[src/mat_config.svh]
`ifndef MAT_CONFIG_SVH
`define MAT_CONFIG_SVH

`define MAT_ADDR_W 12
`define MAT_DATA_W 16
`define MAT_DIM_W 6
`define MAT_MEM_DEPTH 4096

// Bit position of the column count in the DIMS register.
`define MAT_DIMS_COLS_LSB 8

`define MAT_AXIL_ADDR_W 16
`define MAT_AXIL_DATA_W 32

`define MAT_REG_CTRL 16'h0000
`define MAT_REG_STATUS 16'h0004
`define MAT_REG_SRC1 16'h0008
`define MAT_REG_SRC2 16'h000C
`define MAT_REG_DEST 16'h0010
`define MAT_REG_DIMS 16'h0014

// Word n of the scratchpad sits at MAT_WIN_BASE + 4 * n.
`define MAT_WIN_BASE 16'h8000

`endif
[src/mat_types_pkg.sv]
`default_nettype none

`include "mat_config.svh"

package mat_types_pkg;

    typedef logic [`MAT_ADDR_W-1:0] mat_addr_t;
    typedef logic [`MAT_DATA_W-1:0] mat_data_t;
    typedef logic [`MAT_DIM_W-1:0] mat_dim_t;
    typedef logic [2*`MAT_DIM_W-1:0] mat_count_t; // Holds rows * cols.

    typedef struct packed {
        logic      valid;
        logic      write;
        mat_addr_t addr;
        mat_data_t wdata;
    } mem_req_t;

    typedef struct packed {
        logic      valid;
        mat_data_t rdata;
    } mem_rsp_t;

    typedef enum logic [2:0] {
        IDLE,
        READ_A,
        WAIT_A,
        READ_B,
        WAIT_B,
        WRITE
    } add_state_t;

endpackage

`default_nettype wire

[src/matrix_add_engine.sv]
`timescale 1ns/10ps
`default_nettype none

module matrix_add_engine import mat_types_pkg::*; (
    input  logic      clk,
    input  logic      reset,
    input  logic      start,
    input  mat_addr_t src1_base,
    input  mat_addr_t src2_base,
    input  mat_addr_t dest_base,
    input  mat_dim_t  rows,
    input  mat_dim_t  cols,
    output logic      busy,
    output mem_req_t  mem_req,
    input  logic      mem_gnt,
    input  mem_rsp_t  mem_rsp
);
    add_state_t state;
    logic       busy_q;
    mat_count_t idx;
    mat_count_t last_idx;
    mat_addr_t  src1_q;
    mat_addr_t  src2_q;
    mat_addr_t  dest_q;
    mat_data_t  a_q;
    mat_data_t  sum_q;
    logic       last_elem;
    logic       empty_job;

    assign empty_job = (rows == '0) || (cols == '0);
    assign last_elem = (idx == last_idx);
    assign busy = busy_q;

    always_ff @(posedge clk) begin
        if (reset) begin
            state <= IDLE;
            busy_q <= 1'b0;
            idx <= '0;
        end else begin
            case (state)
                IDLE: begin
                    busy_q <= start; // An empty job stays busy for this one cycle.
                    idx <= '0;
                    if (start && !empty_job) begin
                        state <= READ_A;
                    end
                end
                READ_A: begin
                    if (mem_gnt) begin
                        state <= WAIT_A;
                    end
                end
                WAIT_A: begin
                    if (mem_rsp.valid) begin
                        state <= READ_B;
                    end
                end
                READ_B: begin
                    if (mem_gnt) begin
                        state <= WAIT_B;
                    end
                end
                WAIT_B: begin
                    if (mem_rsp.valid) begin
                        state <= WRITE;
                    end
                end
                WRITE: begin
                    if (mem_gnt) begin
                        if (last_elem) begin
                            state <= IDLE;
                            busy_q <= 1'b0;
                        end else begin
                            idx <= idx + 1'b1;
                            state <= READ_A;
                        end
                    end
                end
                default: begin
                    state <= IDLE;
                    busy_q <= 1'b0;
                end
            endcase
        end
    end

    always_ff @(posedge clk) begin
        if (state == IDLE && start) begin
            src1_q <= src1_base;
            src2_q <= src2_base;
            dest_q <= dest_base;
            last_idx <= mat_count_t'(rows) * mat_count_t'(cols) - 1'b1;
        end
        if (state == WAIT_A && mem_rsp.valid) begin
            a_q <= mem_rsp.rdata;
        end
        if (state == WAIT_B && mem_rsp.valid) begin
            sum_q <= a_q + mem_rsp.rdata; // Wraps modulo 2^16.
        end
    end

    // Row-major walk, so element k sits at base + k in every matrix.
    always_comb begin
        mem_req = '0;
        case (state)
            READ_A: begin
                mem_req.valid = 1'b1;
                mem_req.addr = src1_q + mat_addr_t'(idx);
            end
            READ_B: begin
                mem_req.valid = 1'b1;
                mem_req.addr = src2_q + mat_addr_t'(idx);
            end
            WRITE: begin
                mem_req.valid = 1'b1;
                mem_req.write = 1'b1;
                mem_req.addr = dest_q + mat_addr_t'(idx);
                mem_req.wdata = sum_q;
            end
            default: ;
        endcase
    end

    a_idle_quiet: assert property (@(posedge clk) disable iff (reset)
        state == IDLE |-> !mem_req.valid);

    // The host port must hold back a start while a job runs.
    a_no_start_when_busy: assert property (@(posedge clk) disable iff (reset)
        start |-> !busy_q);

endmodule

`default_nettype wire

[config.mk]
export PLATFORM = sky130hd
export DESIGN_NAME = matrix_add_engine
export DESIGN_NICKNAME = d
export VERILOG_FILES = /design/src/mat_types_pkg.sv /design/src/matrix_add_engine.sv
export VERILOG_INCLUDE_DIRS = /design/src
export SDC_FILE = /design/constraint.sdc
export NUM_CORES = 1
export LEC_CHECK = 0
export BUFFER_PORTS_ARGS = -buffer_cell sky130_fd_sc_hd__buf_2
export CAP_MARGIN = 20
export CORE_AREA = 5 5 148 79
export CTS_BUF_LIST = sky130_fd_sc_hd__clkbuf_2
export DETAILED_ROUTE_END_ITERATION = 16
export DIE_AREA = 0 0 153 84
export GPL_ROUTABILITY_DRIVEN = 0
export GPL_TIMING_DRIVEN = 0
export HOLD_SLACK_MARGIN = 0.02
export PLACE_DENSITY = 0.89
export SLEW_MARGIN = 10
export SYNTH_ARGS = -nofsm -noshare
export SYNTH_HDL_FRONTEND = slang
export SYNTH_SLANG_ARGS = --single-unit
[constraint.sdc]
create_clock -name clk -period 12.2 [get_ports clk]
set_clock_uncertainty 0.1 [all_clocks]
set_input_delay 1.22 -clock clk [delete_from_list [all_inputs] [get_ports clk]]
set_output_delay 1.22 -clock clk [all_outputs]
set_load 0.01 [all_outputs]
==> results by group <==
Drt
  • Post-route antenna net violation count: 0
  • Drc violations: 0
  • Vias: 4979
  • WL final: 14.86 mm
  • Routed WL per cell: 17.46 um
  • DRT iter0 DRCs: 430
  • DR pass1 iterations: 5
  • Vias/cell: 5.851

CTS
  • Htree depth: 3
  • CTS sink cnt: 96
  • CTS max path bufs: 2
  • Root buf cell: clkbuf_2
  • Worst-Skew Late Latency: 590 ps
  • TritonCTS clock tree: done
  • CTS Buf Count: 9
  • Clock slew at reported path FFs: 290 ps
  • Hold_buf cts: 0
  • CTS resizes: 0
  • Postcts setup bufs: 0

GRT
  • Total grt overflow: 0
  • Initial antenna violation count: 0
  • GRT Overall Usage: 23.65%
  • Vias in the first global route: 5004
  • Largest net degree at the start of global routing: 26
  • First-pass GRT wire length: 24.50 mm

Pwr
  • Internal power: 0.0005832 W
  • Pwr per Cell Area: 126.8 nW/um^2
  • Sequential cell fraction of total power: 46.1%
  • Clock share of power: 17.1%
  • Sw Share: 35.20%
  • Overall power: 0.0009000 W
  • Leakage: 3.076 nW
  • Combinational share of power: 36.8%
  • Worst VDD drop: 0.00007838 V
  • P_sw: 0.0003168 W

Synthesis
  • Ys async rst share: 0%
  • Synthesized area per cell: 10.64 um^2
  • Share of the synthesized area in the top cell type: 38.25%
  • Post-synthesis net count: 736
  • Main synth FF type: edfxtp_1
  • Sequential-to-total area share from yosys stat: 43.36%
  • Ranking of synthesized cells by area: edfxtp_1, ha_1, fa_1, dfxtp_1, xnor2_1
  • Yosys reg bits: 96
  • Synth Area in Simple Gates: 16.24%
  • Mux cell area share after synthesis: 0.3188%
  • Adder-cell share of the synthesized area: 17.73%
  • Synth Area in XOR/XNOR: 6.276%
  • Post-Synthesis Cells: 590
  • Mapped cell area: 6280 um^2
  • Synth unique cells: 59
  • Cell taking the most area after synthesis: edfxtp_1
  • EDFF count, synth: 80
  • Synthesis Warnings: 0
  • Complex-gate fraction of the synthesized area: 12.43%
  • Largest family of logic cells by synthesized area: adder cells

Placement
  • # port buffers: 98
  • Cell Area, Placed: 6993 um^2
  • Dpl hpwl: 11.93 mm

Timing
  • Fmax: 174.2 MHz
  • Final Hold Viols: 0
  • Final Cycle Share: 47.07%
  • Final Max Tran Viols: 0
  • Worst-margin pin slew: 776.7 ps
  • Unrepaired setup endpoints after global routing: false
  • Final setup fails: 0
  • Worst slew margin relative to its limit: 48.22%
  • Total negative slack: 0 ps
  • Final worst path period need: 5742 ps

Worst setup path
  • Reg-to-reg setup timing slack: 9530 ps
  • Worst r2r src: a_q[0]
  • CP Max Fanout: 10
  • FF-to-FF End: sum_q[14]
  • CP startpoint kind: register
  • Arr. time, crit path: 4420 ps
  • Required @ worst endpoint: 10880 ps
  • Worst r2r path cells: 9
  • CP endpoint kind: primary output
  • Crit Path Category: reg -> out

Floorplanning
  • Core ar.: 10470 um^2
  • Placement Rows: 27
  • Initial Utilization: 59.96%
  • Die W: 153 um
  • Io pins: 100
  • Die height: 84 um
  • Die area: 12850 um^2

Cells and area
  • Fillers: 796
  • Diode count: 0
  • Final cell area excluding filler cells: 7101 um^2
  • Share of cells above drive strength 1: 18.70%
  • Layout net count: 847
  • Area grow syn2layout: 13.07%

Min path
  • Hold crit path type: reg -> reg
  • Hold Crit Endpoint: idx[11]
  • Hold Crit Start: idx[11]
  • WHS Path Cells: 2

Run
  • Max Cap Viol: 0

Status
  • Status: completed
-- cell type report --
cell class | count | area (um^2) | share of cell area [%]
Inverter | 45 | 168.9 | 2.379
Timing Repair Buffer | 100 | 525.5 | 7.401
Tap cell | 145 | 181.4 | 2.555
Multi-Input combinational cell | 438 | 3334 | 46.96
Clock inverter | 7 | 62.56 | 0.8811
Sequential cell | 96 | 2723 | 38.34
Clock buffer | 9 | 45.04 | 0.6344
Buffer | 11 | 60.06 | 0.8458
-- power by group through the flow --
stage	clock, W	combinational, W	sequential [W]
CTS	0.000156	0.000330	0.000415
floorplan	0	0.000247	0.000419
finish	0.000154	0.000331	0.000415
detailed placement	0	0.000328	0.000422
global placement	0	0.000306	0.000422
global route	0.000171	0.000374	0.000418
-- stage by stage --
step                      setup slack [ps]  hold slack [ps]  util [%]  cells
final                                 6458            454.7     67.80    851
after global routing                  6200            491.8     67.80    851
after CTS                             6491            458.6     67.80    851
after detailed placement              6487            426.8     66.77    835
after global placement                6597            409.4     66.38    833
after floorplan                       6895            391.2         -    590
-- layout by cell type, fill, tap and decap left out, types with 4 or more instances in the layout --
cell,n
a211oi_1,5
a21o_1,7
a21oi_1,30
a22oi_1,11
and2_1,32
and3_1,8
buf_2,99
clkbuf_1,7
clkbuf_2,9
dfxtp_1,16
edfxtp_1,80
fa_1,20
ha_1,57
inv_1,45
nand2_1,64
nand3_1,5
nand4_1,6
nor2_1,40
nor2b_1,5
nor3_1,12
o211ai_1,5
o21a_1,7
o21ai_0,21
or3_1,7
or4_1,4
xnor2_1,31
xor2_1,14
-- per-layer routing --
metal  GRT usage, %  up-vias  part of all wire [%]
met3          5.334       30                   8.4
li1               -     2341                     -
met2          37.84      216                    45
met4          5.821        0                   1.7
met1          33.00     2392                    45
met5              0        -                     0
-- worst max-delay path by stage --
| stage | start | end | slack, ps | depth (start not counted) |
|---|---|---|---|---|
| finish | state[1] | mem_req[26] | 6460 | 14 |
| global placement | cols[3] | last_idx[11] | 6600 | 16 |
| CTS | state[1] | mem_req[26] | 6490 | 14 |
| floorplan | cols[3] | last_idx[11] | 6890 | 15 |
| detailed placement | cols[3] | last_idx[11] | 6490 | 16 |
| global route | state[1] | mem_req[26] | 6200 | 14 |
-- state kept, by name, indices dropped and copies added, names as in the netlist --
name / count
sum_q: 16
last_idx: 12
busy: 1
dest_q: 12
src1_q: 12
a_q: 16
src2_q: 12
state: 3
idx: 12
-- cell usage after synthesis (all sizes together) (2+ instances only) --
| cell | number |
|---|---|
| a2111oi | 2 |
| a211oi | 5 |
| a21o | 7 |
| a21oi | 30 |
| a221oi | 2 |
| a22o | 2 |
| a22oi | 11 |
| a31oi | 2 |
| and2 | 34 |
| and3 | 8 |
| and3b | 2 |
| buf | 3 |
| clkbuf | 8 |
| dfxtp | 16 |
| edfxtp | 80 |
| fa | 20 |
| ha | 57 |
| inv | 45 |
| mux2i | 2 |
| nand2 | 64 |
| nand2b | 2 |
| nand3 | 5 |
| nand4 | 6 |
| nor2 | 40 |
| nor2b | 5 |
| nor3 | 14 |
| nor3b | 2 |
| nor4 | 3 |
| o2111ai | 3 |
| o211ai | 5 |
| o21a | 7 |
| o21ai | 21 |
| o21bai | 2 |
| o311ai | 2 |
| o31a | 3 |
| o41a | 2 |
| or2 | 2 |
| or3 | 8 |
| or4 | 5 |
| xnor2 | 31 |
| xor2 | 14 |
-- critical path: stages, from the launching register on --
cell      delay [ps]
dfxtp_1          480
and3b_2          280
clkbuf_1         230
clkbuf_1         320
a22oi_1          240
nand2_1          140
ha_1             260
fa_1             450
a211oi_1         230
nor2_1           120
o41a_1           390
o41a_1           340
xnor2_1          130
nor2_1            80
buf_2            140
-- cell families (layout without fill, tap and decap cells) --
logic type                 Yosys count  after routing
xor gates and xnor gates            45             45
adders and majority gates           77             77
DFF                                 96             96
AOI/OAI and AO/OA                  112            112
and+or+nand+nor                    202            202
buffers and inverters               56            172
muxes                                2              2
Power figures use the tool's default switching activity.
