<file path="config.mk">
export PLATFORM = sky130hd
export DESIGN_NAME = mat_host_port
export DESIGN_NICKNAME = d
export VERILOG_FILES = /design/src/mat_axil_pkg.sv /design/src/mat_types_pkg.sv /design/src/mat_host_port.sv
export VERILOG_INCLUDE_DIRS = /design/src
export SDC_FILE = /design/constraint.sdc
export NUM_CORES = 1
export LEC_CHECK = 0
export BUFFER_PORTS_ARGS = -buffer_cell sky130_fd_sc_hd__buf_2
export CAP_MARGIN = 40
export CORE_MARGIN = 2
export CORE_UTILIZATION = 40
export DETAILED_ROUTE_END_ITERATION = 7
export GPL_TIMING_DRIVEN = 0
export PLACE_DENSITY = 0.69
export SYNTH_ARGS = -nofsm -noshare
export SYNTH_HDL_FRONTEND = slang
export SYNTH_SLANG_ARGS = --single-unit
</file>
<file path="constraint.sdc">
create_clock -name clk -period 2.5 [get_ports clk]
set_input_delay 0.125 -clock clk [delete_from_list [all_inputs] [get_ports clk]]
set_output_delay 0.125 -clock clk [all_outputs]
set_load 0.01 [all_outputs]
</file>
<file path="src/mat_config.svh">
`ifndef MAT_CONFIG_SVH
`define MAT_CONFIG_SVH

`define MAT_ADDR_W 12
`define MAT_DATA_W 16
`define MAT_DIM_W 6
`define MAT_MEM_DEPTH 4096

// Bit position of the column count in the DIMS register.
`define MAT_DIMS_COLS_LSB 8

`define MAT_AXIL_ADDR_W 16
`define MAT_AXIL_DATA_W 32

`define MAT_REG_CTRL 16'h0000
`define MAT_REG_STATUS 16'h0004
`define MAT_REG_SRC1 16'h0008
`define MAT_REG_SRC2 16'h000C
`define MAT_REG_DEST 16'h0010
`define MAT_REG_DIMS 16'h0014

// Word n of the scratchpad sits at MAT_WIN_BASE + 4 * n.
`define MAT_WIN_BASE 16'h8000

`endif
</file>
<file path="src/mat_axil_pkg.sv">
`default_nettype none

`include "mat_config.svh"

package mat_axil_pkg;

    typedef logic [`MAT_AXIL_ADDR_W-1:0] axil_addr_t;
    typedef logic [`MAT_AXIL_DATA_W-1:0] axil_data_t;
    typedef logic [1:0] axil_resp_t;

    localparam axil_resp_t AXIL_OKAY = 2'b00;
    localparam axil_resp_t AXIL_SLVERR = 2'b10;

    typedef struct packed {
        logic       awvalid;
        axil_addr_t awaddr;
        logic       wvalid;
        axil_data_t wdata;
        logic       bready;
        logic       arvalid;
        axil_addr_t araddr;
        logic       rready;
    } axil_req_t;

    typedef struct packed {
        logic       awready;
        logic       wready;
        logic       bvalid;
        axil_resp_t bresp;
        logic       arready;
        logic       rvalid;
        axil_data_t rdata;
        axil_resp_t rresp;
    } axil_rsp_t;

endpackage

`default_nettype wire

</file>
<file path="src/mat_types_pkg.sv">
`default_nettype none

`include "mat_config.svh"

package mat_types_pkg;

    typedef logic [`MAT_ADDR_W-1:0] mat_addr_t;
    typedef logic [`MAT_DATA_W-1:0] mat_data_t;
    typedef logic [`MAT_DIM_W-1:0] mat_dim_t;
    typedef logic [2*`MAT_DIM_W-1:0] mat_count_t; // Holds rows * cols.

    typedef struct packed {
        logic      valid;
        logic      write;
        mat_addr_t addr;
        mat_data_t wdata;
    } mem_req_t;

    typedef struct packed {
        logic      valid;
        mat_data_t rdata;
    } mem_rsp_t;

    typedef enum logic [2:0] {
        IDLE,
        READ_A,
        WAIT_A,
        READ_B,
        WAIT_B,
        WRITE
    } add_state_t;

endpackage

`default_nettype wire

</file>
<file path="src/mat_host_port.sv">
`timescale 1ns/10ps
`default_nettype none

`include "mat_config.svh"

module mat_host_port import mat_types_pkg::*, mat_axil_pkg::*; (
    input  logic      clk,
    input  logic      reset,
    input  axil_req_t axil_req,
    output axil_rsp_t axil_rsp,
    output mem_req_t  mem_req,
    input  logic      mem_gnt,
    input  mem_rsp_t  mem_rsp,
    output logic      start,
    output mat_addr_t src1_base,
    output mat_addr_t src2_base,
    output mat_addr_t dest_base,
    output mat_dim_t  rows,
    output mat_dim_t  cols,
    input  logic      busy
);
    logic       bvalid_q;
    logic       rvalid_q;
    logic       mem_valid_q;
    logic       rd_wait_q;
    logic       start_q;
    logic       mem_write_q;
    mat_addr_t  mem_addr_q;
    mat_data_t  mem_wdata_q;
    axil_resp_t bresp_q;
    axil_resp_t rresp_q;
    axil_data_t rdata_q;
    axil_data_t reg_rdata;
    logic       idle;
    logic       wr_hs;
    logic       rd_hs;

    function automatic logic win_hit(input axil_addr_t addr);
        axil_addr_t off;
        off = addr - `MAT_WIN_BASE;
        return (addr >= `MAT_WIN_BASE) && (int'(off) < 4 * `MAT_MEM_DEPTH);
    endfunction

    function automatic mat_addr_t win_index(input axil_addr_t addr);
        axil_addr_t off;
        off = addr - `MAT_WIN_BASE;
        return off[2 +: `MAT_ADDR_W];
    endfunction

    function automatic logic reg_hit(input axil_addr_t addr);
        return addr inside {`MAT_REG_CTRL, `MAT_REG_STATUS, `MAT_REG_SRC1,
                            `MAT_REG_SRC2, `MAT_REG_DEST, `MAT_REG_DIMS};
    endfunction

    // Only one transaction at a time, and writes win over reads.
    assign idle = !bvalid_q && !rvalid_q && !mem_valid_q && !rd_wait_q;
    assign wr_hs = idle && axil_req.awvalid && axil_req.wvalid;
    assign rd_hs = idle && axil_req.arvalid && !(axil_req.awvalid && axil_req.wvalid);

    always_comb begin
        reg_rdata = '0; // CTRL and unmapped addresses read as zero.
        case (axil_req.araddr)
            `MAT_REG_STATUS: reg_rdata[0] = busy;
            `MAT_REG_SRC1: reg_rdata[`MAT_ADDR_W-1:0] = src1_base;
            `MAT_REG_SRC2: reg_rdata[`MAT_ADDR_W-1:0] = src2_base;
            `MAT_REG_DEST: reg_rdata[`MAT_ADDR_W-1:0] = dest_base;
            `MAT_REG_DIMS: begin
                reg_rdata[`MAT_DIM_W-1:0] = rows;
                reg_rdata[`MAT_DIMS_COLS_LSB +: `MAT_DIM_W] = cols;
            end
            default: ;
        endcase
    end

    always_ff @(posedge clk) begin
        if (reset) begin
            bvalid_q <= 1'b0;
            rvalid_q <= 1'b0;
            mem_valid_q <= 1'b0;
            rd_wait_q <= 1'b0;
            start_q <= 1'b0;
            src1_base <= '0;
            src2_base <= '0;
            dest_base <= '0;
            rows <= '0;
            cols <= '0;
        end else begin
            start_q <= 1'b0;
            if (bvalid_q && axil_req.bready) begin
                bvalid_q <= 1'b0;
            end
            if (rvalid_q && axil_req.rready) begin
                rvalid_q <= 1'b0;
            end
            if (mem_valid_q && mem_gnt) begin
                mem_valid_q <= 1'b0;
                if (mem_write_q) begin
                    bvalid_q <= 1'b1;
                end else begin
                    rd_wait_q <= 1'b1;
                end
            end
            if (rd_wait_q && mem_rsp.valid) begin
                rd_wait_q <= 1'b0;
                rvalid_q <= 1'b1;
            end
            if (wr_hs) begin
                if (win_hit(axil_req.awaddr)) begin
                    mem_valid_q <= 1'b1;
                end else begin
                    bvalid_q <= 1'b1;
                    case (axil_req.awaddr)
                        `MAT_REG_CTRL: start_q <= axil_req.wdata[0] && !busy;
                        `MAT_REG_SRC1: src1_base <= axil_req.wdata[`MAT_ADDR_W-1:0];
                        `MAT_REG_SRC2: src2_base <= axil_req.wdata[`MAT_ADDR_W-1:0];
                        `MAT_REG_DEST: dest_base <= axil_req.wdata[`MAT_ADDR_W-1:0];
                        `MAT_REG_DIMS: begin
                            rows <= axil_req.wdata[`MAT_DIM_W-1:0];
                            cols <= axil_req.wdata[`MAT_DIMS_COLS_LSB +: `MAT_DIM_W];
                        end
                        default: ;
                    endcase
                end
            end else if (rd_hs) begin
                if (win_hit(axil_req.araddr)) begin
                    mem_valid_q <= 1'b1;
                end else begin
                    rvalid_q <= 1'b1;
                end
            end
        end
    end

    always_ff @(posedge clk) begin
        if (wr_hs) begin
            mem_write_q <= 1'b1;
            mem_addr_q <= win_index(axil_req.awaddr);
            mem_wdata_q <= axil_req.wdata[`MAT_DATA_W-1:0];
            bresp_q <= (win_hit(axil_req.awaddr) || reg_hit(axil_req.awaddr)) ?
                       AXIL_OKAY : AXIL_SLVERR;
        end else if (rd_hs) begin
            mem_write_q <= 1'b0;
            mem_addr_q <= win_index(axil_req.araddr);
            rdata_q <= reg_rdata;
            rresp_q <= (win_hit(axil_req.araddr) || reg_hit(axil_req.araddr)) ?
                       AXIL_OKAY : AXIL_SLVERR;
        end
        if (rd_wait_q && mem_rsp.valid) begin
            rdata_q <= axil_data_t'(mem_rsp.rdata);
        end
    end

    assign mem_req = '{valid: mem_valid_q, write: mem_write_q, addr: mem_addr_q,
                       wdata: mem_wdata_q};
    assign start = start_q;

    assign axil_rsp = '{awready: wr_hs, wready: wr_hs, bvalid: bvalid_q, bresp: bresp_q,
                        arready: rd_hs, rvalid: rvalid_q, rdata: rdata_q, rresp: rresp_q};

    a_bvalid_hold: assert property (@(posedge clk) disable iff (reset)
        bvalid_q && !axil_req.bready |=> bvalid_q);

    a_rvalid_hold: assert property (@(posedge clk) disable iff (reset)
        rvalid_q && !axil_req.rready |=> rvalid_q);

endmodule

`default_nettype wire

</file>
==> metrics.md <==
| Metric | Value |
|---|---|
| CP bufs+invs | `4` |
| CTS Buf Count | `9` |
| Post-synth top cells | `nand2_1 (73), mux2i_1 (69), nand2b_1 (68), dfxtp_1 (54), edfxtp_1 (46)` |
| Main synth FF type | `dfxtp_1` |
| CTS clk-pin slew, worst paths | `0.07 ns` |
| Seq pwr share | `0.509` |
| Synth area leader | `edfxtp_1` |
| Global-route wire length before repair | `slightly above 20 mm` |
| Final WL | `around 13 mm` |
| ANT cells | `0` |
| Reg area | `2460 µm²` |
| Slowest cell on crit path | `nor4_4` |
| Vias | `a little under 4000` |
| Critical path cell sequence | `nor4_4, nand3_4, inv_2, buf_4, buf_4, buf_2` |
| Ports | `210` |
| Postcts setup bufs | `0` |
| Crit end category | `primary output` |
| Htree depth | `3` |
| Psw | `slightly below 0.9 mW` |
| Total congestion overflow | `0` |
| Vias in the first global route | `between 3000 and 4000` |
| Layout area overhead | `33.4%` |
| Count of cell types in the netlist | `37` |
| Fin util | `0.545` |
| Clock Latency Late Sink | `around 0.33 ns` |
| Final worst-path cycle share | `0.935` |
| CTS tree | `done` |
| Routed WL per cell | `around 17 µm` |
| Switching Fraction | `0.245` |
| CORE AREA | `11400 µm²` |
| Outcome | `completed` |
| WP data arrival | `between 2 and 2.5 ns` |
| Leak pwr | `between 3 and 4 nW` |
| Iteration-0 DRC Markers | `just over 200` |
| I/O Buffers | `around 170` |
| Internal | `roughly 2.7 mW` |
| Crit path time final | `2.34 ns` |
| Simple-gate area share of the yosys netlist | `0.221` |
| WP data required | `about 2.4 ns` |
| Final hold violation count | `0` |
| Syn. warnings | `0` |
| Syn avg cell area | `around 11 µm²` |
| Site row count | `39` |
| Mapped Cells | `around 440` |
| Peak VDD IR | `slightly below 400 µV` |
| Clock Path Buffers | `2` |
| Max frequency | `roughly 430 MHz` |
| Root Buffer | `clkbuf_16` |
| Layout Nets | `roughly 740` |
| Multi-input logic area | `1940 µm²` |
| Critical Path Source | `rd_wait_q` |
| Layout cells sized above 1 | `0.340` |
| Layout Skew | `0.00637 ns` |
| Die ar. | `around 13000 µm²` |
| Routability cong. | `just under 0.9` |
| Combinational power share | `0.126` |
| CP dominant cell by count | `buf_4` |
| DRC Markers | `0` |
| Setup TNS | `0 ns` |
| FILL cells | `1040` |
| Post-synth EDFFs | `46` |
| Compound-Gate Fraction of Synth Area | `0.0331` |
| Final setup viols | `0` |
| Hold Path Class | `input port to flip-flop` |
| Ranking of synthesized cells by area | `edfxtp_1 (30%), dfxtp_1 (23%), mux2i_1 (15%)` |
| Register area share after synthesis | `0.530` |
| Synthesized area | `around 4600 µm²` |
| Largest family of logic cells by synthesized area | `simple AND/OR/NAND/NOR gates` |
| Max-slew violations | `0` |
| CP max stage delay | `approximately 0.43 ns` |
| Initial Util | `0.409` |
| Slew at the pin closest to its max-slew limit | `between 0.8 and 0.9 ns` |
| RSZ-0062 raised after global routing | `false` |
| Antenna violations before repair | `0` |
| Ys async rst share | `0` |
| Largest net degree at the start of global routing | `29` |
| Slew HR | `0.437` |
| Die height | `112 µm` |
| CTS Sinks | `100` |
| Max-Cap Viols | `0` |
| DRT Pass-1 Iters | `4` |
| Vias per cell | `between 4 and 5` |
| Critical path launch point type | `flip-flop` |
| Cell with the most instances after synthesis | `nand2_1` |
| Largest fanout on the critical path | `28` |
| Critical path class | `flip-flop to primary output` |
| R2r startpoint | `rd_wait_q` |
| XOR/XNOR share of the synthesized area | `0` |
| Mux contribution to synthesized area | `0.149` |
| Power density over cell area | `~580 nW/µm²` |
| Seq cells post-synth | `100` |
| Die Wd | `roughly 110 µm` |
| Post-synthesis adder-cell area fraction | `0` |
| Post-DP HPWL | `between 9 and 10 mm` |
| Clock power frac | `0.365` |
| Aggregate global-route resource usage | `0.211` |
| Antenna viol nets, final | `0` |
| Min-delay src | `mem_rsp[10]` |
| CP top delay family | `buffers and inverters` |
| Synth top area share | `0.297` |
routing by layer:
layer | part of all wire | vias up | global-route usage
li1 | - | 1909 | -
met5 | 0 | - | 0
met4 | 0.022 | 0 | 0.0700
met2 | 0.48 | 156 | 0.345
met3 | 0.068 | 21 | 0.0441
met1 | 0.44 | 1818 | 0.281
what timing repair did:
action,4_1_cts,5_1_grt
hold buffers,16,0
cloned,0,0
resized for setup,1,1
endpoints found under the hold margin,16,0
setup endpoints to repair,2,2
final cells by class:
type / instances / area share
plain buffers: 48 / 0.0474
clock buffers: 11 / 0.0391
clock inverters: 5 / 0.00585
inverters: 5 / 0.00303
multi-input cells: 301 / 0.313
flip-flops and latches: 100 / 0.397
well taps: 143 / 0.0289
repair buffers: 189 / 0.165
kinds of logic (layout without fill, tap and decap cells):
logic type	count (synthesis)	in the layout
AND/OR/NAND/NOR	191	191
flip-flops	100	100
AO/OA/AOI/OAI	23	23
buffers and inverters	53	258
multiplexers	69	69
other	1	18
power groups by stage:
stage                     Sequential, mW  Clock, mW  Combinational [mW]
final                               1.82       1.31               0.452
after CTS                           1.82       1.35               0.452
after detailed placement            1.86          0               0.431
after global routing                1.83       1.42               0.489
after global placement              1.85          0               0.425
after floorplan                     1.89          0               0.201
metrics by stage:
step / total power [mW] / instance area (µm²) / setup WS, ns / cells / hold WS [ns]
3_5_place_dp: 2.29 / 5760 / 0.215 / 770 / 0.307
2_1_floorplan: 2.09 / 4710 / 0.391 / 454 / 0.224
6_report: 3.58 / 6200 / 0.163 / 802 / 0.0513
3_3_place_gp: 2.28 / 5760 / -0.404 / 770 / 0.309
5_1_grt: 3.74 / 6200 / 0.00171 / 802 / 0.0492
4_1_cts: 3.62 / 6200 / 0.0857 / 802 / 0.0404
final timing paths:
kind                         end  slack, ns  depth (start not counted)
setup / recovery    axil_rsp[39]       0.16                          6
hold / removal       rdata_q[10]       0.05                          3
setup reg to reg  mem_addr_q[10]       0.37                          4
hold reg to reg     src2_base[1]       0.49                          2
flip-flops by register name, summed over array words and instances (netlist names), 6 cells and up:
register     flops
mem_wdata_q     16
src2_base       12
src1_base       12
rows             6
cols             6
dest_base       12
mem_addr_q      12
rdata_q         16
cell usage in the layout, fill, tap and decap left out, types with 15 or more instances in the layout:
master / netlist / final
conb_1: 1 / 18
nand3_1: 15 / 15
nand2b_1: 68 / 68
buf_4: 26 / 27
dlygate4sd3_1: 0 / 16
clkbuf_1: 16 / 16
edfxtp_1: 46 / 46
buf_2: 4 / 177
nand2_1: 73 / 73
mux2i_1: 69 / 69
dfxtp_1: 54 / 54
worst reg2reg max path, cell delays in order (launching register included):
cell and delay, ns:
dfxtp_1 0.39, nor4_4 0.44, nand3_4 0.17, clkbuf_1 0.28, nand2_1 0.49
Power figures use the tool's default switching activity.
