<file path="src/mat_config.svh">
`ifndef MAT_CONFIG_SVH
`define MAT_CONFIG_SVH

`define MAT_ADDR_W 12
`define MAT_DATA_W 16
`define MAT_DIM_W 6
`define MAT_MEM_DEPTH 4096

// Bit position of the column count in the DIMS register.
`define MAT_DIMS_COLS_LSB 8

`define MAT_AXIL_ADDR_W 16
`define MAT_AXIL_DATA_W 32

`define MAT_REG_CTRL 16'h0000
`define MAT_REG_STATUS 16'h0004
`define MAT_REG_SRC1 16'h0008
`define MAT_REG_SRC2 16'h000C
`define MAT_REG_DEST 16'h0010
`define MAT_REG_DIMS 16'h0014

// Word n of the scratchpad sits at MAT_WIN_BASE + 4 * n.
`define MAT_WIN_BASE 16'h8000

`endif
</file>
<file path="src/mat_types_pkg.sv">
`default_nettype none

`include "mat_config.svh"

package mat_types_pkg;

    typedef logic [`MAT_ADDR_W-1:0] mat_addr_t;
    typedef logic [`MAT_DATA_W-1:0] mat_data_t;
    typedef logic [`MAT_DIM_W-1:0] mat_dim_t;
    typedef logic [2*`MAT_DIM_W-1:0] mat_count_t; // Holds rows * cols.

    typedef struct packed {
        logic      valid;
        logic      write;
        mat_addr_t addr;
        mat_data_t wdata;
    } mem_req_t;

    typedef struct packed {
        logic      valid;
        mat_data_t rdata;
    } mem_rsp_t;

    typedef enum logic [2:0] {
        IDLE,
        READ_A,
        WAIT_A,
        READ_B,
        WAIT_B,
        WRITE
    } add_state_t;

endpackage

`default_nettype wire

</file>
<file path="src/mat_mem_arbiter.sv">
`timescale 1ns/10ps
`default_nettype none

module mat_mem_arbiter import mat_types_pkg::*; (
    input  logic     clk,
    input  logic     reset,
    input  mem_req_t eng_req,
    input  mem_req_t host_req,
    output logic     eng_gnt,
    output logic     host_gnt,
    output mem_rsp_t eng_rsp,
    output mem_rsp_t host_rsp,
    output mem_req_t mem_req,
    input  mem_rsp_t mem_rsp
);
    logic rd_eng_q; // Owner of the read accepted last cycle.

    // The engine always wins; the host only gets the slot it leaves free.
    assign eng_gnt = eng_req.valid;
    assign host_gnt = host_req.valid && !eng_req.valid;

    always_comb begin
        if (eng_gnt) begin
            mem_req = eng_req;
        end else if (host_gnt) begin
            mem_req = host_req;
        end else begin
            mem_req = '0;
        end
    end

    always_ff @(posedge clk) begin
        if (reset) begin
            rd_eng_q <= 1'b0;
        end else if (mem_req.valid && !mem_req.write) begin
            rd_eng_q <= eng_gnt;
        end
    end

    always_comb begin
        eng_rsp.rdata = mem_rsp.rdata;
        host_rsp.rdata = mem_rsp.rdata;
        eng_rsp.valid = mem_rsp.valid && rd_eng_q;
        host_rsp.valid = mem_rsp.valid && !rd_eng_q;
    end

    a_one_grant: assert property (@(posedge clk) disable iff (reset)
        !(eng_gnt && host_gnt));

    // Read data must only come back for a read that was forwarded.
    a_rsp_follows_read: assert property (@(posedge clk) disable iff (reset)
        mem_rsp.valid |-> $past(mem_req.valid && !mem_req.write));

endmodule

`default_nettype wire

</file>
<file path="config.mk">
export PLATFORM = sky130hd
export DESIGN_NAME = mat_mem_arbiter
export DESIGN_NICKNAME = d
export VERILOG_FILES = /design/src/mat_types_pkg.sv /design/src/mat_mem_arbiter.sv
export VERILOG_INCLUDE_DIRS = /design/src
export SDC_FILE = /design/constraint.sdc
export NUM_CORES = 1
export LEC_CHECK = 0
export ABC_AREA = 0
export BUFFER_PORTS_ARGS = -buffer_cell sky130_fd_sc_hd__buf_2
export CORE_AREA = 2 2 56 58
export DETAILED_ROUTE_END_ITERATION = 7
export DIE_AREA = 0 0 58 60
export GPL_TIMING_DRIVEN = 0
export PLACE_DENSITY = 0.84
export SETUP_SLACK_MARGIN = 0.05
export SYNTH_ARGS = -nofsm -noshare
export SYNTH_HDL_FRONTEND = slang
export SYNTH_SLANG_ARGS = --single-unit
</file>
<file path="constraint.sdc">
create_clock -name clk -period 1.4 [get_ports clk]
set_input_delay 0.21 -clock clk [delete_from_list [all_inputs] [get_ports clk]]
set_output_delay 0.21 -clock clk [all_outputs]
set_load 0.05 [all_outputs]
</file>
==> reports/metrics.yaml, run 1 <==
outcome:
  status: "finished, final reports clean"
placed_design:
  dp.cells: 239
  gp_congestion: 0.719
  dpl-instance-area_um2: 1290
  port_buffers: 128
  dp_hpwl_um: 2340
  post-place-ws_ps: -37.1
layout:
  final_common_cell: "buf_2"
  top_regs: "rd_eng_q (1)"
  utilization_pct: 47.3
  layout_common_cells: "100 x buf_2, 51 x buf_4, 20 x a22o_1, 14 x clkbuf_4, 9 x a22o_2"
  drive_gt1_share_pct: 86.4
  num_antenna_cells: 0
  largest_register: "rd_eng_q"
  finalNonFillerCells: 239
  syn2layout_area_growth_pct: 131
  nets: 287
  largest_register_ffs: 1
  finish.instance_area_um2: 1370
synthesis:
  synth_top_family_by_area: "buffers and inverters"
  synthSimpleGateAreaFrac_pct: 3.79
  synth-xor-area-share_pct: 0
  ys_seq_elements: 1
  synth_top_area_share_pct: 42.7
  synth_area_um2: 594
  syn_nets: 157
  yosysWarningCount: 0
  synth_compound_area_share_pct: 45.3
  syn_avg_cell_area_um2: 7.62
  ys_types: 13
  synth_area_leaders: "a22o_1 43%, buf_4 42%, buf_2 3.4%"
  muxShareOfSynthArea_pct: 0
  yosys.area_share.adder_pct: 0
  syn_inst: 78
  yosys.area.top_type: "a22o_1"
  ys_seq_area_share_pct: 3.37
detailed_routing:
  drt-initial-drc-count: 34
  routed_via_density: 4.35
  drtPass1Iterations: 3
  wirelength_um: 2730
  antenna_left: 0
  drc_errors: 0
  wl_per_cell_um: 11.4
  via_count: 1039
critical_path:
  cp_max_fo: 10
  cp_num_buf_inv: 3
  cp_slowest_cell: "clkbuf_4"
  crit_path_end_kind: "primary output"
  crit_path_start_kind: "input pin"
  crit_chain: "buf_2, nor2_2, buf_4, a22o_1, clkbuf_4"
  cp_top_family: "buffers and inverters"
  slowest_delay_ps: 220
  crit_type: "input pin to primary output"
  cp_data_required_time_ps: 1190
  crit_arrival_ps: 1050
timing:
  min_period_over_period_pct: 90.2
  post-route-min-period_ps: 1260
  finalHoldViolations: 0
  maxSlewHeadroom_pct: 82.8
  skew_ps: 0
  finalWorstSetupSlack_ps: 138
  slew_viol_final: 0
  tightest_slew_ps: 260
  finalSetupTns_ps: 0
  fmax_mhz: 792
  final-setup-viol-count: 0
  grt_setup_unrepaired: "false"
grt:
  grt_pass1_wl_um: 3730
  antenna_found_initial: 0
  track_usage_pct: 13.4
  grt_overflow_total: 0
  grt_pass1_vias: 875
  grt_max_degree: 11
die:
  fp.dieW_um: 58
  start_util_pct: 20.5
  rows: 20
  die-area_um2: 3480
  core_area_um2: 2900
  io-pin-count: 145
  die_h_um: 60
power_and_ir_drop:
  powerDensity_nw_per_um2: 640
  p_leak_nw: 0.859
  vdd_ir_drop_max_mv: 0.443
clock_network:
  path_clk_slew_ps: 0
  hold_buffers: 0
  clock_latency_ps: 0
flow_run:
  drv_cap: 0
worst_hold_path:
  hold_class: "input pin to register"
-- synth_stat cells (all sizes together) --
cell    instances
dfxtp           1
o21ai           2
a21oi           1
a22o           29
clkbuf          2
and2            1
nor2            1
inv             2
or2             1
nor2b           1
buf            37
-- routing by layer --
layer  wire, um  GRT usage [%]  vias to the layer above
met5          0              0                        -
met4          0              0                        0
met3        305          0.866                        0
met2       1490           29.1                       73
met1        935           14.7                      455
li1           -              -                      511
-- final timing paths --
| kind | cells past startpoint | slack, ps | endpoint | startpoint |
|---|---|---|---|---|
| max | 5 | 140 | mem_req[7] | eng_req[29] |
| min | 2 | 380 | rd_eng_q | reset |
| max reg2reg | 2 | 760 | rd_eng_q | rd_eng_q |
| min reg2reg | 2 | 500 | rd_eng_q | rd_eng_q |
-- timing repair --
action / 4_1_cts / 5_1_grt
endpoints found under the setup margin: 29 / 30
resized for setup: 17 / 21
setup buffers: 0 / 0
-- report_power, final --
group,switching (mW),total (mW),internal [mW]
registers,0.00199,0.0333,0.0313
clock network,0,0,0
logic,0.553,0.846,0.293
total,0.555,0.879,0.324
-- layout make-up --
class / instances / area (um2)
fill: 288 / 1530
timing repair buffer: 128 / 713
multi-input combinational: 36 / 305
buffer: 39 / 285
tap: 33 / 41.3
sequential: 1 / 20.0
inverter: 2 / 7.51
-- cells by family after synthesis --
logic type	Yosys count
and+or+nand+nor	4
buffers and inverters	41
AOI/OAI and AO/OA	32
DFF	1
-- through the flow --
stage	total power, mW	hold slack (ps)
finish	0.879	377
global route	0.916	392
CTS	0.864	376
detailed placement	0.840	377
global placement	0.832	374
floorplan	0.637	279
(Power assumes the default switching activity.)
==> inputs of run 2 (changes only) <==
--- a/config.mk
+++ b/config.mk
@@ -8,11 +8,12 @@
 export LEC_CHECK = 0
 export ABC_AREA = 0
 export BUFFER_PORTS_ARGS = -buffer_cell sky130_fd_sc_hd__buf_2
-export CORE_AREA = 2 2 56 58
+export CELL_PAD_IN_SITES_DETAIL_PLACEMENT = 1
+export CELL_PAD_IN_SITES_GLOBAL_PLACEMENT = 2
+export CORE_UTILIZATION = 10
 export DETAILED_ROUTE_END_ITERATION = 7
-export DIE_AREA = 0 0 58 60
 export GPL_TIMING_DRIVEN = 0
-export PLACE_DENSITY = 0.84
+export PLACE_DENSITY = 0.95
 export SETUP_SLACK_MARGIN = 0.05
 export SYNTH_ARGS = -nofsm -noshare
 export SYNTH_HDL_FRONTEND = slang
==> run 2 against run 1 <==
  * Hold slack worse by 6.4 ps
  * Power is 0.78% higher
  * Fmax is 0.45% lower
  * Wire length is 7.7% higher
  * Sequential cell count stayed put
  * Design area is 3.8% higher
  * Critical endpoint is now mem_req[14]
  * Largest power group unchanged
==> reports/metrics.yaml, run 2 (same netlist as run 1, synthesis figures left out) <==
clock_network:
  clock_latency_ps: 0
  hold_buffers: 0
  path_clk_slew_ps: 0
timing:
  fmax_mhz: 789
  finalHoldViolations: 0
  min_period_over_period_pct: 90.6
  final-setup-viol-count: 0
  skew_ps: 0
  post-route-min-period_ps: 1270
  slew_viol_final: 0
  tightest_slew_ps: 259
  grt_setup_unrepaired: "false"
  maxSlewHeadroom_pct: 82.9
  finalWorstSetupSlack_ps: 132
die:
  io-pin-count: 145
  die-area_um2: 6260
  rows: 27
  die_h_um: 79.1
  start_util_pct: 10.6
  core_area_um2: 5610
  fp.dieW_um: 79.1
placed_design:
  dpl-instance-area_um2: 1340
  gp_congestion: 0.645
  dp_hpwl_um: 2580
  port_buffers: 128
  post-place-ws_ps: -79.4
layout:
  finish.instance_area_um2: 1430
  drive_gt1_share_pct: 86.4
  top_regs: "rd_eng_q (1)"
  num_antenna_cells: 0
  layout_common_cells: "100 x buf_2, 63 x buf_4, 20 x a22o_1, 9 x a22o_2"
  nets: 287
  largest_register_ffs: 1
  syn2layout_area_growth_pct: 140
  final_common_cell: "buf_2"
  largest_register: "rd_eng_q"
power_and_ir_drop:
  power_switching_share_pct: 63.0
  p_clk_share_pct: 0
  p_seq_share_pct: 3.8
  powerDensity_nw_per_um2: 621
  p_int_mw: 0.328
  p_comb_share_pct: 96.2
  p_switching_mw: 0.558
  p_leak_nw: 0.865
  vdd_ir_drop_max_mv: 0.185
critical_path:
  slowest_delay_ps: 200
  crit_type: "input pin to primary output"
  cp_slowest_cell: "buf_4"
  crit_path_end_kind: "primary output"
  crit_arrival_ps: 1060
  r2r_cells: 2
  path_common_cell: "buf_4"
  cp_max_fo: 10
  cp_data_required_time_ps: 1190
  r2r_start: "rd_eng_q"
  crit_path_start_kind: "input pin"
  rr_endpoint: "rd_eng_q"
  crit_chain: "buf_2, nor2_2, buf_4, a22o_1, buf_4"
  reg2reg_setup_slack_ps: 760
grt:
  grt_overflow_total: 0
  grt_pass1_vias: 972
  grt_max_degree: 11
  grt_pass1_wl_um: 4380
  track_usage_pct: 8.22
  antenna_found_initial: 0
detailed_routing:
  wirelength_um: 2940
  drc_errors: 0
  antenna_left: 0
  wl_per_cell_um: 10.6
  drt-initial-drc-count: 6
  via_count: 1041
  drtPass1Iterations: 2
  routed_via_density: 3.74
flow_run:
  drv_cap: 0
worst_hold_path:
  hold_depth: 2
  holdCritStartpoint: "reset"
  hold_class: "input pin to register"
  min_to: "rd_eng_q"
outcome:
  status: "finished, final reports clean"
-- run 2: cell count changes in the layout (fill, tap and decap cells not counted), sizes merged --
cell    change
buf        +13
clkbuf     -13
-- run 2: layout make-up --
| type | count | area (um2) |
|---|---|---|
| Sequential cell | 1 | 20.0 |
| Multi-Input combinational cell | 36 | 305 |
| Tap cell | 72 | 90.1 |
| Timing Repair Buffer | 128 | 713 |
| Fill cell | 725 | 4180 |
| Inverter | 2 | 7.51 |
| Buffer | 39 | 289 |
-- run 2: through the flow --
step	std cells	total power, mW	setup TNS [ps]	hold slack (ps)	util [%]
6_report	278	0.886	0	370	25.4
5_1_grt	278	0.926	0	376	25.4
4_1_cts	278	0.885	0	372	25.1
3_5_place_dp	278	0.844	-850	373	23.8
3_3_place_gp	278	0.835	-752	368	23.8
2_1_floorplan	78	0.637	0	279	-
-- run 2: worst max-delay path: cells and delay by family --
family | cells | cell delay [ps]
buf+inv | 3 | 530
simple gates | 1 | 170
compound gates | 1 | 140
-- run 2: power by group through the flow --
stage	Clock, mW	Combinational [mW]	Sequential [mW]
2_1_floorplan	0	0.604	0.0326
3_3_place_gp	0	0.802	0.0332
3_5_place_dp	0	0.811	0.0334
4_1_cts	0	0.852	0.0334
5_1_grt	0	0.892	0.0339
6_report	0	0.852	0.0333
-- run 2: worst max-delay path by stage --
stage / from / end / slack, ps
2_1_floorplan: host_req[29] / mem_req[19] / 130
3_3_place_gp: eng_req[29] / mem_req[28] / -50
3_5_place_dp: eng_req[29] / mem_req[22] / -80
4_1_cts: eng_req[29] / mem_req[7] / 50
5_1_grt: eng_req[29] / mem_req[9] / 70
6_report: eng_req[29] / mem_req[14] / 130
-- run 2: routing by layer --
layer	GRT usage (%)	up-vias	wire length, um
li1	-	511	-
met1	8.84	463	957
met2	17.1	67	1630
met3	1.61	0	346
met4	0	0	0
met5	0	-	0
-- run 2: what timing repair did --
item                                    CTS  global route
resized for setup                        30             9
buffers inserted                          0             0
endpoints found under the setup margin   29            23
==> inputs of run 3 (changes only) <==
--- a/config.mk
+++ b/config.mk
@@ -10,6 +10,7 @@
 export BUFFER_PORTS_ARGS = -buffer_cell sky130_fd_sc_hd__buf_2
 export CELL_PAD_IN_SITES_DETAIL_PLACEMENT = 1
 export CELL_PAD_IN_SITES_GLOBAL_PLACEMENT = 2
+export CORE_ASPECT_RATIO = 1.4
 export CORE_UTILIZATION = 10
 export DETAILED_ROUTE_END_ITERATION = 7
 export GPL_TIMING_DRIVEN = 0
==> run 3 against run 2 <==
  * Die area hardly changed
  * Sequential cell count stayed put
  * Core utilization is 0.14 points lower
  * Critical path type unchanged
  * Largest cell class unchanged
==> reports/metrics.yaml, run 3 (same netlist as run 1, synthesis figures left out) <==
detailed_routing:
  drt-initial-drc-count: 2
  drc_errors: 0
  drtPass1Iterations: 3
  antenna_left: 0
  via_count: 1084
  routed_via_density: 3.96
  wirelength_um: 3140
  wl_per_cell_um: 11.5
clock_network:
  cts-resized-gates: 29
  post-cts-setup-buffer-count: 0
  path_clk_slew_ps: 0
  clock_latency_ps: 0
  hold_buffers: 0
die:
  rows: 32
  die-area_um2: 6260
  die_h_um: 93.2
  fp.dieW_um: 67.2
  io-pin-count: 145
  start_util_pct: 10.6
  core_area_um2: 5610
layout:
  nets: 287
  multi_input_area_um2: 305
  drive_gt1_share_pct: 86.4
  finish.instance_area_um2: 1420
  num_antenna_cells: 0
  num-fill-cells: 728
  largest_register: "rd_eng_q"
  layout_common_cells: "100 x buf_2, 60 x buf_4, 20 x a22o_1, 9 x a22o_2, 5 x clkbuf_4"
  top_regs: "rd_eng_q (1)"
  syn2layout_area_growth_pct: 138
  finalNonFillerCells: 274
  final_common_cell: "buf_2"
  largest_register_ffs: 1
  final-seq-area_um2: 20.0
critical_path:
  crit_type: "input pin to primary output"
  crit_path_start_kind: "input pin"
  cp_max_fo: 10
  cp_data_required_time_ps: 1190
  crit_arrival_ps: 1060
  reg2reg_setup_slack_ps: 750
  crit_path_end_kind: "primary output"
power_and_ir_drop:
  p_comb_share_pct: 96.2
  vdd_ir_drop_max_mv: 0.162
  p_clk_share_pct: 0
  power_switching_share_pct: 63.2
  p_switching_mw: 0.561
  p_int_mw: 0.326
  fin_total_pwr_mw: 0.887
  p_leak_nw: 0.862
  p_seq_share_pct: 3.8
  powerDensity_nw_per_um2: 626
worst_hold_path:
  hold_class: "input pin to register"
timing:
  final-setup-viol-count: 0
  hold_ws_ps: 378
  slew_viol_final: 0
  skew_ps: 0
  post-route-min-period_ps: 1270
  tightest_slew_ps: 258
  maxSlewHeadroom_pct: 82.9
  finalHoldViolations: 0
  fmax_mhz: 785
  grt_setup_unrepaired: "false"
  min_period_over_period_pct: 90.9
  finalSetupTns_ps: 0
placed_design:
  gp_congestion: 0.655
  port_buffers: 128
  dp.cells: 274
  dp_hpwl_um: 2870
  dpl-instance-area_um2: 1330
grt:
  grt_max_degree: 11
  antenna_found_initial: 0
  grt_pass1_wl_um: 4390
  grt_overflow_total: 0
  track_usage_pct: 8.78
  grt_pass1_vias: 1066
outcome:
  status: "finished, final reports clean"
flow_run:
  drv_cap: 0
run 3: changes by cell type in the layout (fill, tap and decap cells not counted), sizes merged:
cell / before / now
buf: 164 / 160
clkbuf: 3 / 7
run 3: metrics by stage:
step | setup WS [ps] | utilization, %
finish | 127 | 25.3
global route | 51.5 | 25.3
CTS | 6.17 | 25.0
detailed placement | -147 | 23.8
global placement | -139 | 23.8
floorplan | 125 | -
run 3: worst paths after layout:
| check | start | to | cells after the start |
|---|---|---|---|
| worst min register to register | rd_eng_q | rd_eng_q | 2 |
| worst min-delay path | reset | rd_eng_q | 2 |
| worst max register to register | rd_eng_q | rd_eng_q | 2 |
| worst max-delay path | eng_req[29] | mem_req[19] | 5 |
run 3: area by class of cell:
class / instances / share of cell area (%)
repair buffers: 128 / 50.4
flip-flops and latches: 1 / 1.41
well taps: 68 / 6.01
multi-input cells: 36 / 21.6
inverters: 2 / 0.530
plain buffers: 39 / 20.1
run 3: metal layers:
metal  GRT usage (%)  share of wire (%)
met5               0                  0
met4               0                  0
met3            1.59                 16
met2            20.1                 56
met1            7.47                 28
run 3: power by group through the flow:
stage	logic (mW)	registers, mW	clock network, mW
final	0.853	0.0333	0
after global routing	0.897	0.0339	0
after CTS	0.856	0.0334	0
after detailed placement	0.818	0.0334	0
after global placement	0.810	0.0329	0
after floorplan	0.604	0.0326	0
run 3: worst max-delay path, cell delays in order:
cell and delay (ps):
buf_2 130, nor2_2 150, buf_4 200, a22o_2 140, clkbuf_4 220
